===== config.mk =====
export PLATFORM = sky130hd
export DESIGN_NAME = instrFetch
export DESIGN_NICKNAME = d
export VERILOG_FILES = /design/src/rtl/mipsPkg.sv /design/src/rtl/instrFetch.sv
export SDC_FILE = /design/constraint.sdc
export NUM_CORES = 1
export LEC_CHECK = 0
export ABC_AREA = 1
export BUFFER_PORTS_ARGS = -buffer_cell sky130_fd_sc_hd__buf_4
export CAP_MARGIN = 5
export CORE_ASPECT_RATIO = 0.5
export CORE_UTILIZATION = 25
export CTS_BUF_LIST = sky130_fd_sc_hd__clkbuf_4
export DETAILED_ROUTE_END_ITERATION = 12
export PLACE_DENSITY = 0.43
export SLEW_MARGIN = 20
export SYNTH_ARGS = -nofsm -noshare
export SYNTH_HDL_FRONTEND = slang
export SYNTH_SLANG_ARGS = --single-unit

===== constraint.sdc =====
create_clock -name clk -period 4 [get_ports clk]
set_input_delay 0.8 -clock clk [delete_from_list [all_inputs] [get_ports clk]]
set_output_delay 0.8 -clock clk [all_outputs]
set_load 0.02 [all_outputs]

===== src/rtl/mipsPkg.sv =====
`default_nettype none

package mipsPkg;

	// Core constants
	localparam logic [31:0] resetPc = 32'h0000_3000;
	localparam int dataWords = 1024;

	// Primary opcodes
	localparam logic [5:0] opSpecial = 6'h00;
	localparam logic [5:0] opJ = 6'h02;
	localparam logic [5:0] opJal = 6'h03;
	localparam logic [5:0] opBeq = 6'h04;
	localparam logic [5:0] opOri = 6'h0d;
	localparam logic [5:0] opLui = 6'h0f;
	localparam logic [5:0] opLw = 6'h23;
	localparam logic [5:0] opSw = 6'h2b;

	// Funct codes under opSpecial
	localparam logic [5:0] fnAddu = 6'h21;
	localparam logic [5:0] fnSubu = 6'h23;

	// Zero encodings are the inactive ones, so a cleared payload is a bubble
	typedef enum logic [1:0] {aluAdd, aluSub, aluOr, aluLui} aluOpT;
	typedef enum logic [1:0] {fwdReg, fwdMem, fwdWb} fwdSelT;
	typedef enum logic [1:0] {wbAlu, wbMem, wbLink} wbSelT;

	typedef struct packed {
		logic regWrite;
		logic memWrite;
		logic memRead;
		aluOpT aluOp;
		logic aluSrcImm;
		logic zeroExt;
		wbSelT wbSel;
		logic isBranch;
		logic isJump;
	} ctrlT;

	typedef struct packed {
		logic [31:0] pc;
		logic [31:0] instr;
	} ifIdT;

	typedef struct packed {
		logic [31:0] pc;
		ctrlT ctrl;
		logic [4:0] rs;
		logic [4:0] rt;
		logic [4:0] dest;
		logic [31:0] rsVal;
		logic [31:0] rtVal;
		logic [31:0] imm;
	} idExT;

	typedef struct packed {
		logic [31:0] pc;
		ctrlT ctrl;
		logic [4:0] rt;
		logic [4:0] dest;
		logic [31:0] aluResult;
		logic [31:0] storeVal;
	} exMemT;

	typedef struct packed {
		logic [31:0] pc;
		ctrlT ctrl;
		logic [4:0] dest;
		logic [31:0] aluResult;
		logic [31:0] readData;
	} memWbT;

	// Retirement events
	typedef struct packed {
		logic valid;
		logic [4:0] regNum;
		logic [31:0] data;
	} regWrEventT;

	typedef struct packed {
		logic valid;
		logic [31:0] addr;
		logic [31:0] data;
	} memWrEventT;

endpackage

`default_nettype wire


===== src/rtl/instrFetch.sv =====
`default_nettype none

module instrFetch (
	input logic clk,
	input logic rst,
	input logic stall,
	input logic takeBranch,
	input logic takeJump,
	input logic [15:0] branchOffset,
	input logic [25:0] jumpIndex,
	output logic [31:0] pc
);

	logic [31:0] branchTarget;
	logic [31:0] jumpTarget;
	logic [31:0] pcNext;

	// Current pc is already the delay slot when decode resolves
	assign branchTarget = pc + {{14{branchOffset[15]}}, branchOffset, 2'b00};
	assign jumpTarget = {pc[31:28], jumpIndex, 2'b00};

	always_comb begin
		if (stall) begin
			pcNext = pc;
		end else if (takeBranch) begin
			pcNext = branchTarget;
		end else if (takeJump) begin
			pcNext = jumpTarget;
		end else begin
			pcNext = pc + 32'd4;
		end
	end

	always_ff @(posedge clk) begin
		if (rst) begin
			pc <= mipsPkg::resetPc;
		end else begin
			pc <= pcNext;
		end
	end

endmodule

`default_nettype wire


==> summary.md, run 1 <==
| Metric | Value |
|---|---|
| Crit path launch type | input port |
| Post-Route Setup TNS | 0 ps |
| DRC viols | 12 |
| Run status | finished, violations left |
| PD cells | 226 mW/mm^2 |
| Pre-Repair DR Iteration Count | 9 |
| Final non-filler cell total | 1149 |
| Final design utilization | 0.307 |
| CORE AREA | around 0.018 mm^2 |
| Endpoints failing setup | 0 |
| Worst Hold Class | reg2reg |
| Switch Pwr | 597 uW |
| CTS clk-pin slew, worst paths | 110 ps |
| Chip Height | 97.3 um |
| Detailed Place HPWL | around 15 mm |
| Max-slew violation count | 0 |
| # fillers | 2035 |
| Max H-tree Level | 2 |
| DP Area | 0.00534 mm^2 |
| Die width | ~190 um |
| Area Overhead vs Synth | 18.6% |
| Cells after Synth | 846 |
| Worst path arrival time | 2690 ps |
| Synth area leader | nand2_1 |
| Met1 wire length | between 9 and 10 mm |
| Number of placed cells counting well taps | 1142 |
| Cell Int Power | 618 uW |
| Sequential cell area | 601 um^2 |
| Final wirelength | 18.3 mm |
| Initial Utilization | 0.259 |
| Vias in the first global route | between 4k and 5k |
| Worst VDD drop | 0.0000674 V |
| RSZ-0062 raised after global routing | no |
| Seq cells post-synth | 30 |
| Post-synthesis async set-or-reset flop share | 0 |
| First-pass GRT wire length | 27.8 mm |
| Clock Skews | 9.56 ps |
| Crit Path Category | in2reg |
| CTS sink count | 30 |
| Post-synthesis sequential area ratio | 0.132 |
| Seq pwr share | 0.318 |
| Post-CTS Setup Repair Bufs | 0 |
| Synth warn | 0 |
| Num rows | 34 |
| Root Driver | clkbuf_4 |
| Hold depth | 2 |
| Post-synth EDFFs | 0 |
| Comb pwr share | 0.533 |
| Clock tree buffer depth | 2 |
| Routed wire per std cell | 15.9 um |
| Area contributors post-synth | nand2_1, dfxtp_1, inv_1 |
| CTS resizes | 0 |
| Largest net degree at the start of global routing | 32 |
| Clock Power Share | 0.149 |
| Design area | 0.00539 mm^2 |
| Hold Vio Cnt, Final | 0 |
| Worst skew pair latency | 350 ps |
| Post-layout minimum cycle time | between 2000 and 2500 ps |
| Crit end category | flip-flop |
| Max FFs per register | 30 |
| Inserted Clock Buffers | 5 |
| Fin crit share | 0.602 |
| CTS tree | yes |
| Final net count | approximately 990 |
| # IOs | around 80 |
| RePlAce Congestion | 0.888 |
| Sw Ratio | 0.491 |
| I/O Buffers | 76 |
| DR WL met2 | 7.46 mm |
| Post-synthesis area per instance | 5.37 um^2 |
| CP required | 4280 ps |
| Highest metal used | met4 |
| Iteration-0 DRC Markers | 386 |
| Violated checks | design-rule violations |
| Maxcap violations | 0 |
| Worst reg2reg setup slack | between 1500 and 2000 ps |
| Worst Reg2Reg Path Length in Cells | 11 |
| Registers with the most flip-flops | pc: 30 flops |
| Synth top area share | 0.238 |
| Leak Pwr | roughly 0.0028 uW |
| Worst-margin pin slew | 997 ps |
| Number of vias per cell | 4.62 |
| Initial antenna violation count | 1 |
| Vias post-DR | 5314 |
| Area occupied by multi-input gates | 0.00336 mm^2 |
| Ys flop type | dfxtp_1 |
| Synth cell types | 38 |
| Fmax | 0.415 GHz |
| Total track usage | 0.195 |
| Hold_buf cts | 0 |
| Synth top cells by count | nand2_1, inv_1, nor2_1 |
| Max_slew headroom | 0.335 |
| Met3 WL | 1.10 mm |
| Reg with most FFs | pc |
| Grt ovf | 0 |
| CP max FO | 5 |
| Cell area after synthesis | about 0.0045 mm^2 |
| Count leader, synth | nand2_1 |
| Post-route ant nets | 0 |
| Die ar. | 0.0188 mm^2 |
| Layout cells sized above 1 | 0.137 |
-- per-stage QoR --
stage / setup WS (ps) / power, uW / hold slack, ps
floorplan: 1700 / 805 / 643
global placement: 1300 / 1040 / 597
detailed placement: 1260 / 1040 / 606
CTS: 1610 / 1220 / 629
global route: 1440 / 1330 / 633
finish: 1590 / 1220 / 630
-- cell families (layout without fill, tap and decap cells) --
kind of cell               count (synthesis)  after routing  synth area share
buffers and inverters                    152            219             0.129
AOI/OAI and AO/OA                        132            132             0.159
and+or+nand+nor                          483            483             0.459
xor gates and xnor gates                  17             17            0.0328
DFF                                       30             30             0.132
other                                      1              3          0.000825
adders and majority gates                 31             31            0.0870
-- layout make-up --
| cell class | instances | area share |
|---|---|---|
| Multi-Input combinational cell | 665 | 0.624 |
| Timing Repair Buffer | 77 | 0.107 |
| Sequential cell | 30 | 0.111 |
| Clock buffer | 5 | 0.00697 |
| Clock inverter | 1 | 0.000697 |
| Antenna cell | 1 | 0.000464 |
| Tap cell | 234 | 0.0543 |
| Inverter | 136 | 0.0948 |
-- worst max-delay path, cell delays in order --
cell,delay (ps)
buf_4,110
ha_1,230
fa_1,440
nand3_1,110
nand3_1,180
nand3_1,130
nand3_1,190
nand2_1,160
nand2_1,60
nand2_1,60
nand3_1,80
a21oi_2,130
-- layer usage --
layer | vias up | track usage
met5 | - | 0
met3 | 2 | 0.0267
met1 | 2368 | 0.304
li1 | 2823 | -
met4 | 0 | 0.0127
met2 | 121 | 0.290
-- worst paths after layout --
kind | from | to
hold / removal | pc[2] | pc[2]
hold reg to reg | pc[2] | pc[2]
setup / recovery | branchOffset[0] | pc[30]
setup reg to reg | pc[2] | pc[30]
-- power by group through the flow --
stage               Sequential, uW  Combinational, uW  Clock [uW]
global placement               395                648           0
floorplan                      399                405           0
global route                   393                730         203
detailed placement             396                647           0
finish                         387                647         181
CTS                            389                650         186
-- placed cells by master, fill, tap and decap left out, drive strengths merged --
cell type | Yosys | routed
nand3b | 5 | 5
nor2 | 98 | 98
a21oi | 75 | 75
a31oi | 6 | 6
a221oi | 1 | 1
xnor2 | 4 | 4
conb | 1 | 2
o21ai | 40 | 40
nand4 | 5 | 5
clkinv | 0 | 1
clkbuf | 7 | 5
buf | 9 | 77
or2 | 2 | 2
ha | 30 | 30
nand3 | 66 | 66
dfxtp | 30 | 30
a22oi | 1 | 1
nor3 | 13 | 13
o21bai | 4 | 4
inv | 136 | 136
xor2 | 13 | 13
and3 | 1 | 1
diode | 0 | 1
a21o | 1 | 1
o211ai | 3 | 3
nand2 | 293 | 293
fa | 1 | 1
a41oi | 1 | 1
Power figures use the tool's default switching activity.
==> run 2: changes to the inputs <==
--- a/config.mk
+++ b/config.mk
@@ -12,7 +12,7 @@
 export CORE_UTILIZATION = 25
 export CTS_BUF_LIST = sky130_fd_sc_hd__clkbuf_4
 export DETAILED_ROUTE_END_ITERATION = 12
-export PLACE_DENSITY = 0.43
+export PLACE_DENSITY = 0.44
 export SLEW_MARGIN = 20
 export SYNTH_ARGS = -nofsm -noshare
 export SYNTH_HDL_FRONTEND = slang
==> constraint.sdc (replaced) <==
create_clock -name clk -period 2.1 [get_ports clk]
set_input_delay 0.42 -clock clk [delete_from_list [all_inputs] [get_ports clk]]
set_output_delay 0.42 -clock clk [all_outputs]
set_load 0.02 [all_outputs]
==> run 2 against run 1 <==
The run still ends with design-rule violations left. Critical path depth decreased by 1. Register-to-register slack got worse by 1600 ps. Routed wire length increased by 0.49%. Total power rose by 110%. First-iteration DRC count fell by 21%. Cell area grew 11%. Core utilization increased by 3.5 points. Clock skew up 2.9 ps. Count of clock-buffer cells in the layout stayed put. Worst setup slack worse by 1400 ps. Combinational power increased by 130%. Critical endpoint is now pc[26]. Largest cell class unchanged. Largest power group unchanged.
==> summary.md, run 2 (synthesis results as in run 1) <==
| Metric | Value |
|---|---|
| CP required | 2400 ps (-1880 ps) |
| Die ar. | 0.0188 mm^2 (unchanged) |
| Antenna cells | 0 (-1) |
| Post-Place Worst Slack | -181 ps (-1440 ps) |
| Crit-path cells | ha_1 -> fa_2 -> nand3_1 -> nand3_2 -> nand2_1 -> nand3_1 -> nand2_2 -> nand3_1 -> nand2_1 -> nand3_1 -> a21oi_1 |
| Max FFs per register | 30 (unchanged) |
| DRC viols | 14 (+2) |
| Detailed Place HPWL | 15.8 mm (+3.7%) |
| Initial antenna violation count | 0 (-1) |
| Final wirelength | 18.4 mm (+0.49%) |
| CORE AREA | 0.0176 mm^2 (unchanged) |
| First-pass GRT wire length | 28.5 mm (+2.4%) |
| Crit path buf inv count | 0 (-1) |
| Root Driver | clkbuf_4 |
| Final non-filler cell total | 1223 (+6.4%) |
| Hold_buf cts | 0 (unchanged) |
| Routed wire per std cell | 15.0 um (-5.6%) |
| Leak Pwr | 0.00322 uW (+14%) |
| Die width | 193 um (unchanged) |
| Grt ovf | 0 (unchanged) |
| I/O Buffers | 76 (unchanged) |
| Max-slew violation count | 0 (unchanged) |
| # IOs | 79 (unchanged) |
| CP delay by family, top | simple AND/OR/NAND/NOR gates |
| Max H-tree Level | 2 (unchanged) |
| Crit end category | flip-flop |
| Violated checks | design-rule violations |
| Reg with most FFs | pc |
| CTS sink count | 30 (unchanged) |
| Largest net degree at the start of global routing | 32 (unchanged) |
| Most common cell type on the critical path | nand3_1 |
| Crit Path Category | reg2reg |
| CTS tree | yes |
| Slack of the critical path | 168 ps (-1420 ps) |
| Area Overhead vs Synth | 32.2% |
| Crit-path max cell delay | 350 ps (-90 ps) |
| PD cells | 421 mW/mm^2 (+87%) |
| Initial Utilization | 0.259 (unchanged) |
| Crit path launch type | flip-flop |
| Vias post-DR | 5615 (+5.7%) |
| Hold Vio Cnt, Final | 0 (unchanged) |
| Maxcap violations | 0 (unchanged) |
| Number of placed cells counting well taps | 1214 (+6.3%) |
| Fin Hold WS | 290 ps (-340 ps) |
| Worst Hold Class | in2reg |
| Clock Skews | 12.4 ps (+2.87 ps) |
| Num rows | 34 (unchanged) |
| CTS clk-pin slew, worst paths | 110 ps (about the same) |
| Total power | 2530 uW (+110%) |
| Iteration-0 DRC Markers | 306 (-21%) |
| RePlAce Congestion | 0.864 (-2.7%) |
| Clock tree buffer depth | 2 (unchanged) |
| Registers with the most flip-flops | pc: 30 flops |
| Fin crit share | 0.920 |
| # fillers | 2016 (-0.93%) |
| Number of vias per cell | 4.59 (-0.73%) |
| Most frequent cells in the layout | nand2_1, buf_4, inv_1 |
| Slowest cell on the critical path | fa_2 |
| Most common cell after layout, fill and taps aside | nand2_1 |
| Total track usage | 0.197 (+0.00162) |
| Worst VDD drop | 0.000198 V (+190%) |
| Vias in the first global route | 5186 (+6.5%) |
| Worst skew pair latency | 360 ps (about the same) |
| Post-Route Setup TNS | 0 ps (unchanged) |
| Fmax | approximately 0.52 GHz |
| Run status | finished, violations left |
| Pre-Repair DR Iteration Count | 9 (unchanged) |
| Worst path arrival time | 2230 ps (-460 ps) |
| Post-layout minimum cycle time | approximately 1900 ps |
| Post-route ant nets | 0 (unchanged) |
| CP max FO | 5 (unchanged) |
| Final net count | 1066 (+7.4%) |
| Endpoints failing setup | 0 (unchanged) |
| Inserted Clock Buffers | 5 (unchanged) |
| Layout cells sized above 1 | 0.215 (+0.0786) |
| Chip Height | 97.3 um (unchanged) |
| RSZ-0062 raised after global routing | no |
==> run 2: cell types whose count changed in the layout (fill, tap and decap cells not counted), sizes merged <==
| cell | before | now |
|---|---|---|
| buf | 77 | 150 |
| clkinv | 1 | 2 |
| clkinvlp | 0 | 1 |
| diode | 1 | 0 |
==> run 2: cell type report <==
class                           instances  area [um^2]  share of cell area
Clock buffer                            5         37.5             0.00625
Sequential cell                        30          606               0.101
Tap cell                              234          293              0.0488
Timing Repair Buffer                  150         1150               0.192
Inverter                              136          510              0.0850
Multi-Input combinational cell        665         3390               0.565
Clock inverter                          3         16.3             0.00271
==> run 2: report_power, final <==
part	switching (uW)	internal (uW)
clock network	240	124
registers	57.7	622
logic	880	606
total	1180	1350
==> run 2: metal layers <==
metal  vias up  part of all wire  wire [um]  GRT usage
li1       2972                 -          -          -
met1      2511              0.53       9680      0.300
met2       128              0.41       7570      0.293
met3         4             0.056       1030     0.0343
met4         0            0.0040         74     0.0188
met5         -                 0          0          0
==> run 2: through the flow <==
step	utilization	cell area (um^2)
6_report	0.342	6010
5_1_grt	0.342	6010
3_5_place_dp	0.336	5910
4_1_cts	0.339	5960
2_1_floorplan	-	4550
3_3_place_gp	0.336	5910
==> run 2: path summary, 6_finish.rpt <==
check | from | endpoint | slack [ps] | depth (start not counted)
min | rst | pc[12] | 290 | 3
max | pc[2] | pc[26] | 170 | 11
max reg2reg | pc[2] | pc[26] | 170 | 11
min reg2reg | pc[3] | pc[3] | 600 | 2
==> run 2: what timing repair did <==
item | 4_1_cts | 5_1_grt
hold endpoints to repair | 0 | 0
setup endpoints to repair | 0 | 14
buffers inserted | 0 | 1
gates resized for setup | 0 | 13
==> run 2: worst min-delay path, cell delays in order <==
cell	delay (ps)
buf_4	100
a21oi_1	40
nand2_1	50
==> run 3: changes to the inputs <==
--- a/config.mk
+++ b/config.mk
@@ -8,11 +8,13 @@
 export ABC_AREA = 1
 export BUFFER_PORTS_ARGS = -buffer_cell sky130_fd_sc_hd__buf_4
 export CAP_MARGIN = 5
+export CELL_PAD_IN_SITES_DETAIL_PLACEMENT = 0
+export CELL_PAD_IN_SITES_GLOBAL_PLACEMENT = 1
 export CORE_ASPECT_RATIO = 0.5
 export CORE_UTILIZATION = 25
 export CTS_BUF_LIST = sky130_fd_sc_hd__clkbuf_4
 export DETAILED_ROUTE_END_ITERATION = 12
-export PLACE_DENSITY = 0.44
+export PLACE_DENSITY = 0.61
 export SLEW_MARGIN = 20
 export SYNTH_ARGS = -nofsm -noshare
 export SYNTH_HDL_FRONTEND = slang
==> run 3 against run 2 <==
The run still ends with design-rule violations left. Core utilization is 0.23 points higher. Die area stayed put. Routed wire length is 2.3% higher. Register-to-register slack hardly changed. Critical path depth stayed put. Critical path type unchanged.
==> summary.md, run 3 (synthesis results as in run 1) <==
| Metric | Value |
|---|---|
| Die ar. | 0.0188 mm^2 (unchanged) |
| Die width | 193 um (unchanged) |
| Slowest cell on the critical path | fa_1 |
| Detailed Place HPWL | 16.1 mm (+1.9%) |
| Endpoints failing setup | 0 (unchanged) |
| Vias in the first global route | 5313 (+2.4%) |
| Hold depth | 3 (unchanged) |
| CP Launch Point | pc[2] |
| Final net count | 1072 (+0.56%) |
| R2R Path Start | pc[2] |
| Clock tree buffer depth | 2 (unchanged) |
| Initial Utilization | 0.259 (unchanged) |
| DP Area | 0.00595 mm^2 (+0.68%) |
| Hold_buf cts | 0 (unchanged) |
| Switch Pwr | 1200 uW (+1.8%) |
| Crit end category | flip-flop |
| Reg with most FFs | pc |
| Comb pwr share | 0.588 (about the same) |
| Fin crit share | 0.919 (about the same) |
| Vias post-DR | 5653 (+0.68%) |
| Worst hold path startpoint | rst |
| DRC viols | 10 (-4) |
| Iteration-0 DRC Markers | 386 (+26%) |
| Maxcap violations | 0 (unchanged) |
| CP required | 2420 ps (+20 ps) |
| Hold Vio Cnt, Final | 0 (unchanged) |
| Chip Height | 97.3 um (unchanged) |
| Worst VDD drop | 0.000147 V (-26%) |
| Post-layout minimum cycle time | 1930 ps (-1.52 ps) |
| Met3 WL | 904 um (-12%) |
| RePlAce Congestion | 0.850 (-1.6%) |
| CORE AREA | 0.0176 mm^2 (unchanged) |
| Clock Skews | 17.0 ps (+4.61 ps) |
| DR WL met2 | 7.63 mm (+0.75%) |
| Crit-path max cell delay | 400 ps (+50 ps) |
| First-pass GRT wire length | 29.0 mm (+1.8%) |
| Crit Path Category | reg2reg |
| Post-CTS Setup Repair Bufs | 0 (unchanged) |
| Met1 wire length | 10.1 mm (+4.5%) |
| Seq pwr share | 0.263 (-0.006) |
| CTS sink count | 30 (unchanged) |
| Num rows | 34 (unchanged) |
| RSZ-0062 raised after global routing | yes |
| # IOs | 79 (unchanged) |
| Initial antenna violation count | 1 (+1) |
| Worst Hold Class | in2reg |
| Max-slew violation count | 0 (unchanged) |
| Root Driver | clkbuf_4 |
| Number of vias per cell | 4.60 (+0.10%) |
| CTS tree | yes |
| Violated checks | design-rule violations |
| Cell Int Power | 1380 uW (+2.2%) |
| Worst path arrival time | 2250 ps (+20 ps) |
| Sequential cell area | 602 um^2 (-0.62%) |
| Layout cells sized above 1 | 0.216 (+0.000711) |
| Final wirelength | 18.8 mm (+2.3%) |
| I/O Buffers | 76 (unchanged) |
| Leak Pwr | 0.00327 uW (+1.3%) |
| Most frequent cells in the layout | nand2_1, buf_4, inv_1 |
| Pre-Repair DR Iteration Count | 8 (-1) |
| Crit path launch type | flip-flop |
| Post-Place Worst Slack | -184 ps (-3.04 ps) |
| Max H-tree Level | 2 (unchanged) |
| Highest metal used | met4 |
| Slack of the critical path | 170 ps (+1.52 ps) |
| Fmax | 0.518 GHz (about the same) |
| Crit-path cells | ha_1 -> fa_1 -> nand3_1 -> nand3_4 -> nand3_1 -> nand3_2 -> nand2_1 -> nand2_1 -> nand2_1 -> nand3_1 -> a21oi_2 |
| Registers with the most flip-flops | pc: 30 flops |
| CP max FO | 5 (unchanged) |
| PD cells | 427 mW/mm^2 (+1.3%) |
| Hold EP | pc[12] |
| Clock Power Share | 0.149 (+0.005) |
| Most common cell after layout, fill and taps aside | nand2_1 |
| Worst Reg2Reg Path Length in Cells | 11 (unchanged) |
| Total track usage | 0.203 (+0.00617) |
| Worst skew pair latency | 370 ps (about the same) |
| CTS clk-pin slew, worst paths | 110 ps (about the same) |
| Run status | finished, violations left |
| Routed wire per std cell | 15.3 um (+1.7%) |
| Largest net degree at the start of global routing | 24 (-25%) |
| RR Endpoint | pc[30] |
| Inserted Clock Buffers | 5 (unchanged) |
| Post-route ant nets | 0 (unchanged) |
| Grt ovf | 0 (unchanged) |
| # fillers | 2031 (+0.74%) |
| Area occupied by multi-input gates | 0.00340 mm^2 (+0.30%) |
| Max FFs per register | 30 (unchanged) |
| Worst reg2reg setup slack | 170 ps (about the same) |
| Design area | 0.00605 mm^2 (+0.69%) |
| Sw Ratio | 0.465 (-0.000939) |
| Area Overhead vs Synth | 33.1% |
run 3: cell types whose count changed in the layout (fill, tap and decap cells not counted), sizes merged:
cell	previous run	this run
diode	0	1
clkinvlp	1	0
buf	150	156
clkbuf	5	6
run 3: metal layers:
layer,vias up,track usage
met5,-,0
met4,0,0.0242
met3,10,0.0419
met2,97,0.306
met1,2563,0.301
li1,2983,-
run 3: critical path, delay by kind of cell (launching register included):
| family | cells | cell delay (ps) |
|---|---|---|
| AO/OA/AOI/OAI | 1 | 120 |
| adder cells (fa/ha/maj) | 2 | 610 |
| AND/OR/NAND/NOR | 8 | 800 |
| flip-flops | 1 | 340 |
run 3: power groups by stage:
stage	logic [uW]	registers, uW	clock network [uW]
2_1_floorplan	772	761	0
3_3_place_gp	1500	692	0
3_5_place_dp	1510	692	0
4_1_cts	1510	680	397
5_1_grt	1690	683	428
6_report	1520	678	385
run 3: area by class of cell:
cell class	count	area share
multi-input combinational	665	0.563
clock buffer	6	0.00745
clock inverter	2	0.00145
timing repair buffer	156	0.196
tap	234	0.0484
antenna	1	0.000414
sequential	30	0.0995
inverter	136	0.0844
run 3: worst max path at each step:
stage	to	slack, ps
global route	pc[22]	-10
detailed placement	pc[30]	-180
CTS	pc[26]	10
floorplan	pc[30]	170
global placement	pc[30]	-160
finish	pc[30]	170
run 3: per-stage QoR:
step,hold slack [ps],instances,total power [uW],TNS (ps),util
detailed placement,624,1221,2200,-1270,0.339
finish,260,1230,2580,0,0.344
global placement,622,1221,2190,-801,0.339
floorplan,516,847,1530,0,-
global route,246,1230,2800,-22.6,0.344
CTS,244,1229,2590,0,0.342
run 3: repair_timing:
action                     4_1_cts  5_1_grt
gates resized for setup          0       10
setup endpoints to repair        0       19
hold endpoints to repair         0        0
